File: config.mk
export PLATFORM = sky130hd
export DESIGN_NAME = channel_fetch
export DESIGN_NICKNAME = d
export VERILOG_FILES = /design/src/source/pal_types_pkg.sv /design/src/source/pal_map_pkg.sv /design/src/source/channel_fetch.sv
export SDC_FILE = /design/constraint.sdc
export NUM_CORES = 1
export LEC_CHECK = 0
export ABC_AREA = 1
export ABC_CLOCK_PERIOD_IN_PS = 2900
export BUFFER_PORTS_ARGS = -buffer_cell sky130_fd_sc_hd__clkbuf_2
export CAP_MARGIN = 20
export CORE_AREA = 3 3 60 62
export DETAILED_ROUTE_END_ITERATION = 10
export DIE_AREA = 0 0 63 65
export PLACE_DENSITY = 0.8
export RECOVER_POWER = 50
export SYNTH_ARGS = -nofsm -noshare
export SYNTH_HDL_FRONTEND = slang
export SYNTH_SLANG_ARGS = --single-unit
File: constraint.sdc
create_clock -name CLK_32M -period 2.9 [get_ports CLK_32M]
set_clock_uncertainty 0.2 [all_clocks]
set_input_delay 0.29 -clock CLK_32M [delete_from_list [all_inputs] [get_ports CLK_32M]]
set_output_delay 0.29 -clock CLK_32M [all_outputs]
set_load 0.005 [all_outputs]
File: src/source/pal_types_pkg.sv
// Shared palette types. Widths follow the reference chip, with 5-bit channels and a 1024-entry store.
package pal_types_pkg;

    // ====================
    // Video side widths.
    // ====================

    // Colour index from one tile layer.
    typedef logic [7:0] color_index_t;

    // One colour channel, as stored in the palette.
    typedef logic [4:0] channel_t;

    // Palette RAM address, bank in bits 9:8.
    typedef logic [9:0] ram_addr_t;

    typedef logic [1:0] bank_t;    // Bank number.

    // ====================
    // CPU side widths.
    // ====================

    typedef logic [19:0] cpu_addr_t;    // Byte address.
    typedef logic [15:0] cpu_data_t;    // Data bus word.

    // ====================
    // State machines.
    // ====================

    // CPU handshake control.
    typedef enum logic [1:0]
    {
        IDLE,        // Waiting for a request.
        ACCESS,      // RAM access under way.
        ACK_HIGH     // Ack held until req drops.
    } bus_state_t;

    // Channel fetch order. HOLD is the idle phase.
    typedef enum logic [1:0]
    {
        RED,
        GREEN,
        BLUE,
        HOLD
    } fetch_phase_t;

endpackage

File: src/source/pal_map_pkg.sv
// CPU address map of the palette. Bit A0 is part of the select code and is not a byte lane.
package pal_map_pkg;

    // ====================
    // Address fields.
    // ====================

    localparam int INDEX_LSB = 1;    // Index field is A[8:1].
    localparam int INDEX_W   = $bits(pal_types_pkg::color_index_t);

    // Select code is {A11, A10, A0}.
    localparam int SEL_BIT_HI  = 11;
    localparam int SEL_BIT_MID = 10;
    localparam int SEL_BIT_LO  = 0;

    // Codes that reach a colour bank. Red answers on two codes.
    localparam logic [2:0] SEL_CODE_RED     = 3'b000;
    localparam logic [2:0] SEL_CODE_RED_ALT = 3'b110;
    localparam logic [2:0] SEL_CODE_GREEN   = 3'b010;
    localparam logic [2:0] SEL_CODE_BLUE    = 3'b100;

    // ====================
    // Banks.
    // ====================

    localparam pal_types_pkg::bank_t BANK_RED   = 2'd0;
    localparam pal_types_pkg::bank_t BANK_GREEN = 2'd1;
    localparam pal_types_pkg::bank_t BANK_BLUE  = 2'd2;
    localparam pal_types_pkg::bank_t BANK_SPARE = 2'd3;    // All other codes.

    // Four banks of 256 entries.
    localparam int PAL_DEPTH = 1024;

endpackage

File: src/source/channel_fetch.sv
// Per-pixel channel sequencer. ce_pix must not come while red or green is being addressed; output is 4 cycles late.
`timescale 1ns/1ps

module channel_fetch (
    input  logic                        CLK_32M,
    input  logic                        arst_n,
    input  logic                        ce_pix,
    input  pal_types_pkg::color_index_t layer_a,
    input  pal_types_pkg::color_index_t layer_b,
    input  logic                        layer_sel,
    input  logic                        blank1_n,
    input  logic                        blank2_n,
    input  pal_types_pkg::channel_t     vid_rdata,
    output pal_types_pkg::ram_addr_t    vid_addr,
    output pal_types_pkg::channel_t     red,
    output pal_types_pkg::channel_t     grn,
    output pal_types_pkg::channel_t     blu
);

    pal_types_pkg::fetch_phase_t phase;         // Channel being addressed.
    pal_types_pkg::fetch_phase_t data_phase;    // Channel now on vid_rdata.
    pal_types_pkg::color_index_t idx;           // Latched colour index.
    pal_types_pkg::bank_t        bank;
    logic                        blank_q;       // Blank of the latched pixel.
    logic                        blank_blu;     // Blank travelling with blue.
    pal_types_pkg::channel_t     red_q;
    pal_types_pkg::channel_t     grn_q;

    // ====================
    // Address side.
    // ====================

    always_comb
    begin
        case (phase)
            pal_types_pkg::RED:   bank = pal_map_pkg::BANK_RED;
            pal_types_pkg::GREEN: bank = pal_map_pkg::BANK_GREEN;
            pal_types_pkg::BLUE:  bank = pal_map_pkg::BANK_BLUE;
            default:              bank = pal_map_pkg::BANK_SPARE;    // Idle read.
        endcase
    end

    assign vid_addr = {bank, idx};

    always_ff @(posedge CLK_32M or negedge arst_n)
    begin
        if (!arst_n)
        begin
            phase      <= pal_types_pkg::HOLD;
            data_phase <= pal_types_pkg::HOLD;
            idx        <= '0;
            blank_q    <= 1'b0;
            blank_blu  <= 1'b0;
            red        <= '0;
            grn        <= '0;
            blu        <= '0;
        end
        else
        begin
            data_phase <= phase;    // RAM has one cycle latency.

            if (phase == pal_types_pkg::BLUE)
                blank_blu <= blank_q;    // Frees blank_q for the next pixel.

            if (ce_pix)
            begin
                idx     <= layer_sel ? layer_a : layer_b;
                blank_q <= !(blank1_n && blank2_n);    // Either blank wins.
                phase   <= pal_types_pkg::RED;
            end
            else
            begin
                case (phase)
                    pal_types_pkg::RED:   phase <= pal_types_pkg::GREEN;
                    pal_types_pkg::GREEN: phase <= pal_types_pkg::BLUE;
                    default:              phase <= pal_types_pkg::HOLD;
                endcase
            end

            // ====================
            // Output load.
            // ====================
            if (data_phase == pal_types_pkg::BLUE)
            begin
                red <= blank_blu ? '0 : red_q;    // All three together.
                grn <= blank_blu ? '0 : grn_q;
                blu <= blank_blu ? '0 : vid_rdata;
            end
        end
    end

    // Red and green wait here for blue.
    always_ff @(posedge CLK_32M)
    begin
        case (data_phase)
            pal_types_pkg::RED:   red_q <= vid_rdata;
            pal_types_pkg::GREEN: grn_q <= vid_rdata;
            default: ;
        endcase
    end

    // Pixel pacing must leave room for red and green.
    a_ce_pix_spacing: assert property (@(posedge CLK_32M) disable iff (!arst_n)
        ce_pix |-> !(phase inside {pal_types_pkg::RED, pal_types_pkg::GREEN}));

endmodule

Word level (Yosys, flattened, before mapping)
Cells that the tools add are included.

Divide/modulo/power cells: 0. Shift-type cells: 0. Equal/unequal tests: 4. Reduce and logical (&&, ||, !) cells: 4. Mux-type cells: 7. Bitwise gates (word level): 0. Order comparisons: 0. Add/subtract/negate cells: 0. $mul: 0.

Operator list (number): $mux 5 (3); $mux 8 (1); $pmux 2 s3 (1); $eq 2x1->1 const B (2); $eq 2x2->1 const B (2); $logic_not 2->1 (2); $pmux 2 s2 (1); $mux 2 (1); $logic_and 1x1->1 (1); $logic_not 1->1 (1).

ROM bits: 0. Memories: 0. Latch bits: 0. Flip-flop bits (word level): 39. RAM bits: 0. Word-level logic and storage cells: 25. Output and inout bits: 25.

Depth between registers and ports, before layout
Depth in word-level cells: 3. Gate-level depth with buffers: 5. Depth with buffers taken out: 4.

Worst setup path before layout
OpenSTA, ideal clock, no wires.

Path kind: register -> register. Start point: reg data_phase[0]. End point: reg grn_q[0], enable pin. Setup slack: 1558 ps. Required time: 2360 ps. Stages on the path, launching flop included: 3. Setup time: 340 ps. Arrival time: 802 ps. Period minus slack after synthesis: 1342 ps. Cells stage by stage: dfstp_2 inv_1 nor2_1.

Longest elaborated chain between the ends: 1.

Ends and longest elaborated chain: start, declared (line channel_fetch.sv:21) `pal_types_pkg::fetch_phase_t data_phase;`; start signal, assigned (line channel_fetch.sv:50) `data_phase <= pal_types_pkg::HOLD;`; start signal, assigned (line channel_fetch.sv:60) `data_phase <= phase;`; $eq 2x1->1 (line channel_fetch.sv:95) `case (data_phase)`; end signal, assigned (line channel_fetch.sv:97) `pal_types_pkg::GREEN: grn_q <= vid_rdata;`; end, declared (line channel_fetch.sv:27) `pal_types_pkg::channel_t grn_q;`.

No other way between the ends. A chain may end at the register's enable or synchronous reset.

==> flow_metrics.tcl <==
set metrics [dict create \
    reg2reg_slack_ps 1310 \
    numPlacedInstances 253 \
    cts_buffer_depth 2 \
    antenna_left 0 \
    drtIter0Drc 76 \
    fp.dieH_um 65 \
    pin_count 52 \
    startpoint "arst_n" \
    syn_inst 166 \
    htreeDepth 2 \
    grt_usage 0.1535 \
    grt_pass1_vias 1051 \
    overflow 0 \
    worstSetupPathType "input port to async pin" \
    outcome "completed" \
    yosysSeqAreaShare 0.6334 \
    initial_utilization 0.5289 \
    dpl_worst_slack_ps 1302 \
    cts.clk_slew.worst_paths_ps 120 \
    clk_latency_ps 350 \
    gp_congestion 0.6882 \
    setup_ws_ps 1030 \
    leakagePower_nw 1.078 \
    synth_top_area_frac 0.3843 \
    max-cap-violations 0 \
    drt_wl_total_um 2675 \
    max_stage_delay_ps 1070 \
    fin_util 0.6622 \
    wire_per_inst_um 9.944 \
    clockRootBuffer "clkbuf_4" \
    syn2layout_area_growth_pct 25.21 \
    worst_slew_pin_slew_ps 1471 \
    setup_violations 0 \
    numCtsBuffers 5 \
    grt_pass1_wl_um 4816 \
    clock-sinks 39 \
    post_drt_via_cell_ratio 4.204 \
    netlist_area_um2 1628 \
    worstHoldStart "layer_b[6]" \
    relSlewSlack 0.01962 \
    dieWidth_um 63 \
    dp_hpwl_um 1941 \
    cp-start-kind "input port" \
    grt_setup_unrepaired "false" \
    drive_gt1_frac 0.3200 \
    cts_setup_buffers 0 \
    worstSetupEndpointType "async pin" \
    ir_worst_vdd_uv 298.6 \
    reg2reg_to "blu[1]" \
    port_buffers 51 \
    path_buf_inv 2 \
    ys_seq_elements 39 \
    yosysWarningCount 0 \
    maxSlewViolCount 0 \
    cts_tree "yes" \
    grt_start_max_net_pins 31 \
    worstPathRequired_ps 2920 \
    hold_depth 5 \
    ctsResizeCount 0 \
    num_vias 1131 \
    rows 20 \
    crit_chain "dlygate4sd3_1 -> clkbuf_1" \
    most-common-layout-cells "66 x nand2_1, 45 x clkbuf_2, 25 x dfrtp_1" \
    first_pass_iters 4 \
    min_to "idx[6]" \
    core-area_um2 3078 \
    ff2ff_path_depth 4 \
    syn_avg_cell_area_um2 9.806 \
    arrival_ps 1890 \
    crit_slowest_cell "clkbuf_1" \
    fmax_ghz 0.5348 \
    crit_fanout 29 \
    min_path_type "input port to flip-flop" \
    layout_min_cycle_time_ps 1870 \
    stdcell_count 269 \
    hold_violations 0 \
    yosys.area.top_type "dfrtp_1" \
    antenna_cells 0 \
    p_per_area_nw_per_um2 655.1 \
    drc 0 \
    r2r-start "data_phase[0]" \
    period_share 0.6448 \
    setup_tns_ps 0 \
    dieArea_um2 4095 \
    layout_commonest_cell "nand2_1" \
    critical_path.top_delay_family "buffers and inverters" \
    nNetsFinal 251 \
    antenna_found_initial 0 \
    synthTopCellsByArea "dfrtp_1 38%, edfxtp_1 18%, nand2_1 15%, o21ai_2 8.1%, dfstp_2 6.5%" \
    syn-num-nets 193 \
    ys_types 16 \
]
[report_power, final]
part	total, mW	internal (mW)	leakage [nW]	switching [mW]
Sequential	0.699	0.654	0.449	0.0450
Combinational	0.265	0.120	0.583	0.145
Clock	0.371	0.186	0.0458	0.185
Total	1.34	0.960	1.08	0.376
[cells by family after synthesis]
logic type | count (synthesis) | share of synthesized area
buf+inv | 31 | 0.08839
flops | 39 | 0.6334
compound gates | 19 | 0.09301
simple gates | 77 | 0.1852
[repair_timing]
action / 4_1_cts / 5_1_grt
hold buffers: 8 / 0
setup endpoints to repair: 0 / 0
hold endpoints to repair: 41 / 0
[sequential cells by signal, indices dropped and copies added, names as in the netlist]
name and count:
grn_q 5, red_q 5, blu 5, red 5, blank_blu 1, grn 5
data_phase 2, phase 2, idx 8, blank_q 1
[cell type report]
type	count	area (um^2)
well taps	44	55.05
repair buffers	59	327.8
clock buffers	5	37.54
fillers	268	1040
flip-flops and latches	39	1031
inverters	23	86.33
multi-input cells	96	452.9
clock inverters	3	47.55
[stage by stage]
| step | instance area, um^2 | hold WS [ps] | power [mW] |
|---|---|---|---|
| finish | 2038 | 29.44 | 1.335 |
| global route | 2038 | 19.90 | 1.427 |
| floorplan | 1628 | -205.6 | 0.8664 |
| CTS | 2046 | 6.636 | 1.357 |
| detailed placement | 1881 | 168.8 | 0.9761 |
| global placement | 1881 | 165.6 | 0.9679 |
[Yosys cell counts]
cell type,count
a21oi_1,2
buf_2,1
buf_4,3
buf_6,2
clkbuf_1,2
dfrtp_1,25
dfstp_2,4
edfxtp_1,10
inv_1,21
inv_2,2
nand2_1,66
nand2_2,1
nand3_1,8
nor2_1,2
o21ai_0,2
o21ai_2,15
[worst max path at each step]
| stage | end | slack, ps | depth (start not counted) |
|---|---|---|---|
| finish | blank_blu | 1030 | 2 |
| global route | blu[3] | 610 | 2 |
| CTS | blu[1] | 1270 | 4 |
| detailed placement | red[1] | 1300 | 4 |
| global placement | blu[1] | 1330 | 4 |
| floorplan | grn_q[0] | 1560 | 2 |
[per-layer routing]
| layer | vias to the layer above | share of wire | track usage | wire, um |
|---|---|---|---|---|
| li1 | 627 | - | - | - |
| met1 | 452 | 0.45 | 0.1862 | 1207 |
| met2 | 45 | 0.45 | 0.2424 | 1200 |
| met3 | 7 | 0.081 | 0.06066 | 218 |
| met4 | 0 | 0.018 | 0.06612 | 48 |
| met5 | - | 0 | 0 | 0 |
Note: power is estimated with default switching activity, not from simulation.
