<file path="src/source/pal_types_pkg.sv">
// Shared palette types. Widths follow the reference chip, with 5-bit channels and a 1024-entry store.
package pal_types_pkg;

    // ====================
    // Video side widths.
    // ====================

    // Colour index from one tile layer.
    typedef logic [7:0] color_index_t;

    // One colour channel, as stored in the palette.
    typedef logic [4:0] channel_t;

    // Palette RAM address, bank in bits 9:8.
    typedef logic [9:0] ram_addr_t;

    typedef logic [1:0] bank_t;    // Bank number.

    // ====================
    // CPU side widths.
    // ====================

    typedef logic [19:0] cpu_addr_t;    // Byte address.
    typedef logic [15:0] cpu_data_t;    // Data bus word.

    // ====================
    // State machines.
    // ====================

    // CPU handshake control.
    typedef enum logic [1:0]
    {
        IDLE,        // Waiting for a request.
        ACCESS,      // RAM access under way.
        ACK_HIGH     // Ack held until req drops.
    } bus_state_t;

    // Channel fetch order. HOLD is the idle phase.
    typedef enum logic [1:0]
    {
        RED,
        GREEN,
        BLUE,
        HOLD
    } fetch_phase_t;

endpackage

</file>
<file path="src/source/pal_map_pkg.sv">
// CPU address map of the palette. Bit A0 is part of the select code and is not a byte lane.
package pal_map_pkg;

    // ====================
    // Address fields.
    // ====================

    localparam int INDEX_LSB = 1;    // Index field is A[8:1].
    localparam int INDEX_W   = $bits(pal_types_pkg::color_index_t);

    // Select code is {A11, A10, A0}.
    localparam int SEL_BIT_HI  = 11;
    localparam int SEL_BIT_MID = 10;
    localparam int SEL_BIT_LO  = 0;

    // Codes that reach a colour bank. Red answers on two codes.
    localparam logic [2:0] SEL_CODE_RED     = 3'b000;
    localparam logic [2:0] SEL_CODE_RED_ALT = 3'b110;
    localparam logic [2:0] SEL_CODE_GREEN   = 3'b010;
    localparam logic [2:0] SEL_CODE_BLUE    = 3'b100;

    // ====================
    // Banks.
    // ====================

    localparam pal_types_pkg::bank_t BANK_RED   = 2'd0;
    localparam pal_types_pkg::bank_t BANK_GREEN = 2'd1;
    localparam pal_types_pkg::bank_t BANK_BLUE  = 2'd2;
    localparam pal_types_pkg::bank_t BANK_SPARE = 2'd3;    // All other codes.

    // Four banks of 256 entries.
    localparam int PAL_DEPTH = 1024;

endpackage

</file>
<file path="src/source/palette_bus_ctrl.sv">
// CPU side of the palette. The CPU holds address and data stable while req is high; ack comes 3 cycles after req.
`timescale 1ns/1ps

module palette_bus_ctrl (
    input  logic                     CLK_32M,
    input  logic                     arst_n,
    input  logic                     cpu_req,
    input  logic                     cpu_we,
    input  pal_types_pkg::cpu_addr_t cpu_addr,
    input  pal_types_pkg::cpu_data_t cpu_wdata,
    input  pal_types_pkg::channel_t  ram_rdata,
    output logic                     cpu_ack,
    output pal_types_pkg::cpu_data_t cpu_rdata,
    output logic                     ram_en,
    output logic                     ram_we,
    output pal_types_pkg::ram_addr_t ram_addr,
    output pal_types_pkg::channel_t  ram_wdata
);

    pal_types_pkg::bus_state_t state;
    logic                      req_we;      // Direction of the captured request.
    logic                      issued;      // RAM strobe already sent.
    logic [2:0]                sel_code;    // {A11, A10, A0}.
    pal_types_pkg::bank_t      bank;        // Decoded bank.
    logic                      take_req;    // New request accepted.
    logic                      done;        // Last cycle of ACCESS.

    // ====================
    // Address decode.
    // ====================

    assign sel_code = {cpu_addr[pal_map_pkg::SEL_BIT_HI],
                       cpu_addr[pal_map_pkg::SEL_BIT_MID],
                       cpu_addr[pal_map_pkg::SEL_BIT_LO]};

    always_comb
    begin
        case (sel_code)
            pal_map_pkg::SEL_CODE_RED,
            pal_map_pkg::SEL_CODE_RED_ALT: bank = pal_map_pkg::BANK_RED;
            pal_map_pkg::SEL_CODE_GREEN:   bank = pal_map_pkg::BANK_GREEN;
            pal_map_pkg::SEL_CODE_BLUE:    bank = pal_map_pkg::BANK_BLUE;
            default:                       bank = pal_map_pkg::BANK_SPARE;
        endcase
    end

    // Ack must be low before a new request counts.
    assign take_req = (state == pal_types_pkg::IDLE) && cpu_req && !cpu_ack;

    // RAM strobe sent and dropped, so read data is on ram_rdata.
    assign done = (state == pal_types_pkg::ACCESS) && issued && !ram_en;

    // ====================
    // Control FSM.
    // ====================

    always_ff @(posedge CLK_32M or negedge arst_n)
    begin
        if (!arst_n)
        begin
            state   <= pal_types_pkg::IDLE;
            cpu_ack <= 1'b0;
            ram_en  <= 1'b0;
            ram_we  <= 1'b0;
            req_we  <= 1'b0;
            issued  <= 1'b0;
        end
        else
        begin
            case (state)
                pal_types_pkg::IDLE:
                begin
                    if (take_req)
                    begin
                        req_we <= cpu_we;
                        issued <= 1'b0;
                        state  <= pal_types_pkg::ACCESS;
                    end
                end
                pal_types_pkg::ACCESS:
                begin
                    if (!issued)
                    begin
                        ram_en <= 1'b1;       // One RAM cycle.
                        ram_we <= req_we;
                        issued <= 1'b1;
                    end
                    else if (ram_en)
                    begin
                        ram_en <= 1'b0;       // RAM acts on this edge.
                        ram_we <= 1'b0;
                    end
                    else
                    begin
                        cpu_ack <= 1'b1;      // Data latched alongside.
                        state   <= pal_types_pkg::ACK_HIGH;
                    end
                end
                pal_types_pkg::ACK_HIGH:
                begin
                    if (!cpu_req)
                    begin
                        cpu_ack <= 1'b0;
                        state   <= pal_types_pkg::IDLE;
                    end
                end
                default: state <= pal_types_pkg::IDLE;
            endcase
        end
    end

    // Address, write data and read data.
    always_ff @(posedge CLK_32M)
    begin
        if (take_req)
        begin
            ram_addr  <= {bank, cpu_addr[pal_map_pkg::INDEX_LSB +: pal_map_pkg::INDEX_W]};
            ram_wdata <= cpu_wdata[4:0];    // Only the low 5 bits are stored.
        end
        if (done)
            cpu_rdata <= pal_types_pkg::cpu_data_t'(ram_rdata);    // Zero-extended.
    end

    // ====================
    // Checks.
    // ====================

    // Ack is only raised while the CPU still holds req.
    a_ack_needs_req: assert property (@(posedge CLK_32M) disable iff (!arst_n)
        $rose(cpu_ack) |-> $past(cpu_req));

    // One RAM strobe per access.
    a_ram_en_pulse: assert property (@(posedge CLK_32M) disable iff (!arst_n)
        ram_en |=> !ram_en);

endmodule

</file>
<file path="config.mk">
export PLATFORM = sky130hd
export DESIGN_NAME = palette_bus_ctrl
export DESIGN_NICKNAME = d
export VERILOG_FILES = /design/src/source/pal_types_pkg.sv /design/src/source/pal_map_pkg.sv /design/src/source/palette_bus_ctrl.sv
export SDC_FILE = /design/constraint.sdc
export NUM_CORES = 1
export LEC_CHECK = 0
export ABC_CLOCK_PERIOD_IN_PS = 2000
export BUFFER_PORTS_ARGS = -buffer_cell sky130_fd_sc_hd__buf_2
export CORE_AREA = 3 3 59 61
export CTS_BUF_LIST = sky130_fd_sc_hd__clkbuf_16
export DETAILED_ROUTE_END_ITERATION = 6
export DIE_AREA = 0 0 62 64
export PLACE_DENSITY = 0.69
export SYNTH_ARGS = -nofsm -noshare
export SYNTH_HDL_FRONTEND = slang
export SYNTH_SLANG_ARGS = --single-unit
</file>
<file path="constraint.sdc">
create_clock -name CLK_32M -period 2 [get_ports CLK_32M]
set_input_delay 0.1 -clock CLK_32M [delete_from_list [all_inputs] [get_ports CLK_32M]]
set_output_delay 0.1 -clock CLK_32M [all_outputs]
set_load 0.01 [all_outputs]
</file>
### Word-level counts from Yosys, hierarchy flattened

Index checks and enable logic that the tools add are counted.

* register bits: 27
* output and inout bits: 34
* logic and storage cells: 50
* input port bits: 45

* equality and inequality tests: 10
* multiplexer cells: 15
* reduce and logical (&&, ||, !) cells: 16

Operator list (number)
* case mux 2 bit (3 select lines): 2
* inequality test 2 bit, second input constant: 5
* two-way mux 2 bit: 4
* AND reduction 4 bit: 2
* two-way mux 1 bit: 7
* equality test 3 bit, second input constant: 2
* AND reduction 2 bit: 3
* logical AND 1 bit: 4
* case mux 1 bit (2 select lines): 2
* nonzero test 2 bit: 2
* equality test 3 x 2 -> 1 bit, second input constant: 1
* zero test 3 bit: 1
* equality test 2 x 1 -> 1 bit, second input constant: 1
* equality test 2 bit, second input constant: 1
* zero test 1 bit: 2
* zero test 2 bit: 1
* OR reduction 2 bit: 1

### Longest topological paths before layout

* depth after elaboration: 5
* mapped depth: 3

### Worst setup path after synthesis

Ideal clock, no wire load.

* kind: reg-to-reg
* from: register cpu_ack
* to: register req_we
* stages on the path, launching flop included: 4
* path buffers: 0
* arrival time: 1.369 ns
* slack: 0.506 ns
* required time: 1.875 ns
* setup time: 0.125 ns
* cell sequence: dfrtp_1 nand2b_4 nor3_4 mux2_4

* word-level cells in the longest chain between the ends: 3

RTL lines
* from (decl): line palette_bus_ctrl.sv:12 `output logic cpu_ack,`
* from (signal assigned): line palette_bus_ctrl.sv:62 `cpu_ack <= 1'b0;`
* from (signal assigned): line palette_bus_ctrl.sv:95 `cpu_ack <= 1'b1;`
* from (signal assigned): line palette_bus_ctrl.sv:103 `cpu_ack <= 1'b0;`
* zero test 1 bit: line palette_bus_ctrl.sv:48 `assign take_req = (state == pal_types_pkg::IDLE) && cpu_req && !cpu_ack;`
* logical AND 1 bit: line palette_bus_ctrl.sv:48
* net take_req: line palette_bus_ctrl.sv:25 `logic take_req;`
* AND reduction 2 bit (no line)
* to (signal assigned): line palette_bus_ctrl.sv:75 `req_we <= cpu_we;`
* to (decl): line palette_bus_ctrl.sv:21 `logic req_we;`

The timed path passes the listed nets, and every way through them passes these cells.
A chain may end at the register's enable or synchronous reset.

### Final worst setup path

* from: register state[1]
* to: register cpu_rdata[1] (enable)

* word-level cells in the longest chain between the ends: 3

RTL lines
* from (decl): line palette_bus_ctrl.sv:20 `pal_types_pkg::bus_state_t state;`
* from (signal assigned): line palette_bus_ctrl.sv:61 `state <= pal_types_pkg::IDLE;`
* from (signal assigned): line palette_bus_ctrl.sv:77 `state <= pal_types_pkg::ACCESS;`
* from (signal assigned): line palette_bus_ctrl.sv:96 `state <= pal_types_pkg::ACK_HIGH;`
* equality test 2 x 1 -> 1 bit: line palette_bus_ctrl.sv:51 `assign done = (state == pal_types_pkg::ACCESS) && issued && !ram_en;`
* logical AND 1 bit (2 in a row): line palette_bus_ctrl.sv:51
* net done: line palette_bus_ctrl.sv:26 `logic done;`
* to (signal assigned): line palette_bus_ctrl.sv:121 `cpu_rdata <= pal_types_pkg::cpu_data_t'(ram_rdata);`
* to (decl): line palette_bus_ctrl.sv:13 `output pal_types_pkg::cpu_data_t cpu_rdata,`

The timed path passes the listed nets, and every way through them passes these cells.

==> impl_metrics.ini <==
[hold_path]
worstHoldEndpoint = ram_addr[2]
hold_path.class = in -> reg
hold_path_depth = 1
hold_start = cpu_addr[3]

[die]
start_util_pct = 34.1
die_area_um2 = 3970
fp.dieW_um = 62
ioPinCount = 79
die_y_um = 64
core_area_um2 = 3030
rows = 20

[critical_path]
crit_path_start_kind = flip-flop
r2r-end = cpu_rdata[1]
cp.required_ns = 1.90
r2r_setup_slack_ns = 0.56
cp.arrival_ns = 1.34
end_kind = flip-flop
r2r_start = state[1]
cp_max_fo = 7
r2r_cells = 2
path_class = reg -> reg

[run]
maxCapViolCount = 0

[cts]
cts_htree_levels = 1
ctsRootBufferMaster = clkbuf_16
cts_buffers = 3
clk_pin_slew_worst_paths_ns = 0.06
cts_buffer_depth = 2
cts_tree = yes
cts.sinks = 27
clock_latency_ns = 0.25
post_cts_buffers = 0

[timing]
finalCritPeriodShare_pct = 72.1
finalHoldViolations = 0
rsz0062_at_grt = false
final.setup.tns_ns = 0
layout_min_cycle_time_ns = 1.44
skew_ns = 0.00247
clock.fmax_mhz = 694
setup_viol = 0
slew_violations = 0

[power_and_ir_drop]
p_seq_share_pct = 49.6
power_switching_share_pct = 28.6
powerDensity_nw_per_um2 = 1270
total_power_mw = 1.74
pwr-share-comb_pct = 25.8
p_int_mw = 1.25
power.switching_mw = 0.498
clockPowerShare_pct = 24.6
ir_drop_v = 0.000636
leakage_nw = 0.614

[placement]
io_buffers = 47
dp.final_hpwl_um = 1440
place_congestion = 0.772

[finish]
drive_gt1_share_pct = 47.9
fillCellCount = 273
mostFrequentLayoutCell = buf_2
area.growth.synth_to_final_pct = 33.2
nNetsFinal = 163
layout_common_cells = buf_2, edfxtp_1, conb_1
multi_input_area_um2 = 200
antennaDiodeCount = 0
seq_area_um2 = 776

[synthesis]
ys_warn_count = 0
synth_xor_xnor_area_share_pct = 0
ys_ff_latch = 27
netlist_area_um2 = 1030
synth_cells = 65
avgSynthCellArea_um2 = 15.9
yosys.area_share.simple_pct = 7.76
ys_seq_area_share_pct = 75.2
synthMuxAreaShare_pct = 1.45
synthAdderAreaFrac_pct = 0
synth_top_family_by_area = buffers and inverters
synth_cell_type_count = 21
synth-compound-area-share_pct = 6.18

[detailed_routing]
drtIter0Drc = 17
vias = 639
routedWlPerCell_um = 10.8
dr.pass1.iters = 2
routed_wl_um = 1740
viasPerCell = 3.97
antenna_left = 0
drcViolationCount = 0

[global_routing]
grt_remaining_overflow = 0
grt_max_degree = 17
grt_pass1_wl_um = 2390
grt_usage_pct = 8.08
antenna_found_initial = 0
first_global_vias = 534

[status]
status = complete, no violations
[stage by stage]
stage               hold slack, ns  cells  worst slack, ns  utilization [%]  cell area [um^2]
floorplan                   -0.196     75            0.506                -              1070
detailed placement         -0.0573    156            0.557             42.4              1280
CTS                         0.0170    161            0.549             45.4              1380
global placement           -0.0640    156            0.599             42.4              1280
global route                0.0115    161            0.482             45.4              1380
finish                      0.0207    161            0.559             45.4              1380
[critical path: stages (launching register included)]
cell and delay, ns:
dfrtp_1 0.45, nand2b_2 0.27, nor2_1 0.37
[layout make-up]
type                    count  share of cell area [%]
flip-flops and latches     27                    56.4
repair buffers             49                    18.4
multi-input cells          34                    14.6
clock buffers               3                    5.46
well taps                  44                    4.00
inverters                   3                   0.819
clock inverters             1                   0.364
[sequential cells by signal (all words and copies together), names as in the netlist]
register and flops:
req_we 1, ram_addr 10, cpu_rdata 5, issued 1
ram_wdata 5, ram_en 1, ram_we 1, state 2
cpu_ack 1
[cell families after synthesis]
logic type,Yosys count
AO/OA/AOI/OAI,11
multiplexers,1
flip-flops,27
AND/OR/NAND/NOR,11
other,1
buffers and inverters,14
[worst max-delay path by stage]
stage	startpoint	endpoint	slack (ns)	cells past startpoint
2_1_floorplan	cpu_ack	req_we	0.51	3
3_3_place_gp	state[1]	cpu_rdata[0]	0.60	2
3_5_place_dp	state[1]	cpu_rdata[0]	0.56	2
4_1_cts	state[1]	cpu_rdata[1]	0.55	2
5_1_grt	state[1]	cpu_rdata[3]	0.48	2
6_report	state[1]	cpu_rdata[1]	0.56	2
[power by group through the flow]
stage	Clock, mW	Sequential (mW)	Combinational [mW]
global route	0.473	0.885	0.500
finish	0.428	0.864	0.450
CTS	0.441	0.866	0.458
floorplan	0	0.924	0.236
global placement	0	0.871	0.444
detailed placement	0	0.877	0.455
[per-layer routing]
layer	wire length (um)	global-route usage, %
met1	672	9.36
met2	803	13.5
met3	246	2.42
met4	19	3.18
met5	0	0
[cells in the mapped netlist]
cell type / instances / area (um^2)
nand2_1: 3 / 11.3
a21o_1: 1 / 7.51
nor3_4: 1 / 16.3
mux2_4: 1 / 15.0
buf_4: 11 / 82.6
nand2b_4: 1 / 13.8
nor2_1: 1 / 3.75
a211oi_1: 1 / 7.51
and2b_1: 1 / 7.51
o22ai_1: 1 / 6.26
edfxtp_1: 20 / 601
nand2b_1: 2 / 12.5
o21ai_0: 2 / 10.0
dfrtp_1: 7 / 175
inv_1: 3 / 11.3
nand2b_2: 1 / 8.76
o21bai_1: 1 / 7.51
a21oi_1: 2 / 10.0
conb_1: 1 / 3.75
o21ai_1: 3 / 15.0
nor2b_1: 1 / 6.26
[repair_timing]
action | CTS | global route
endpoints found under the hold margin | 7 | 0
gates resized for setup | 0 | 0
hold buffers | 1 | 0
Power figures use the tool's default switching activity.
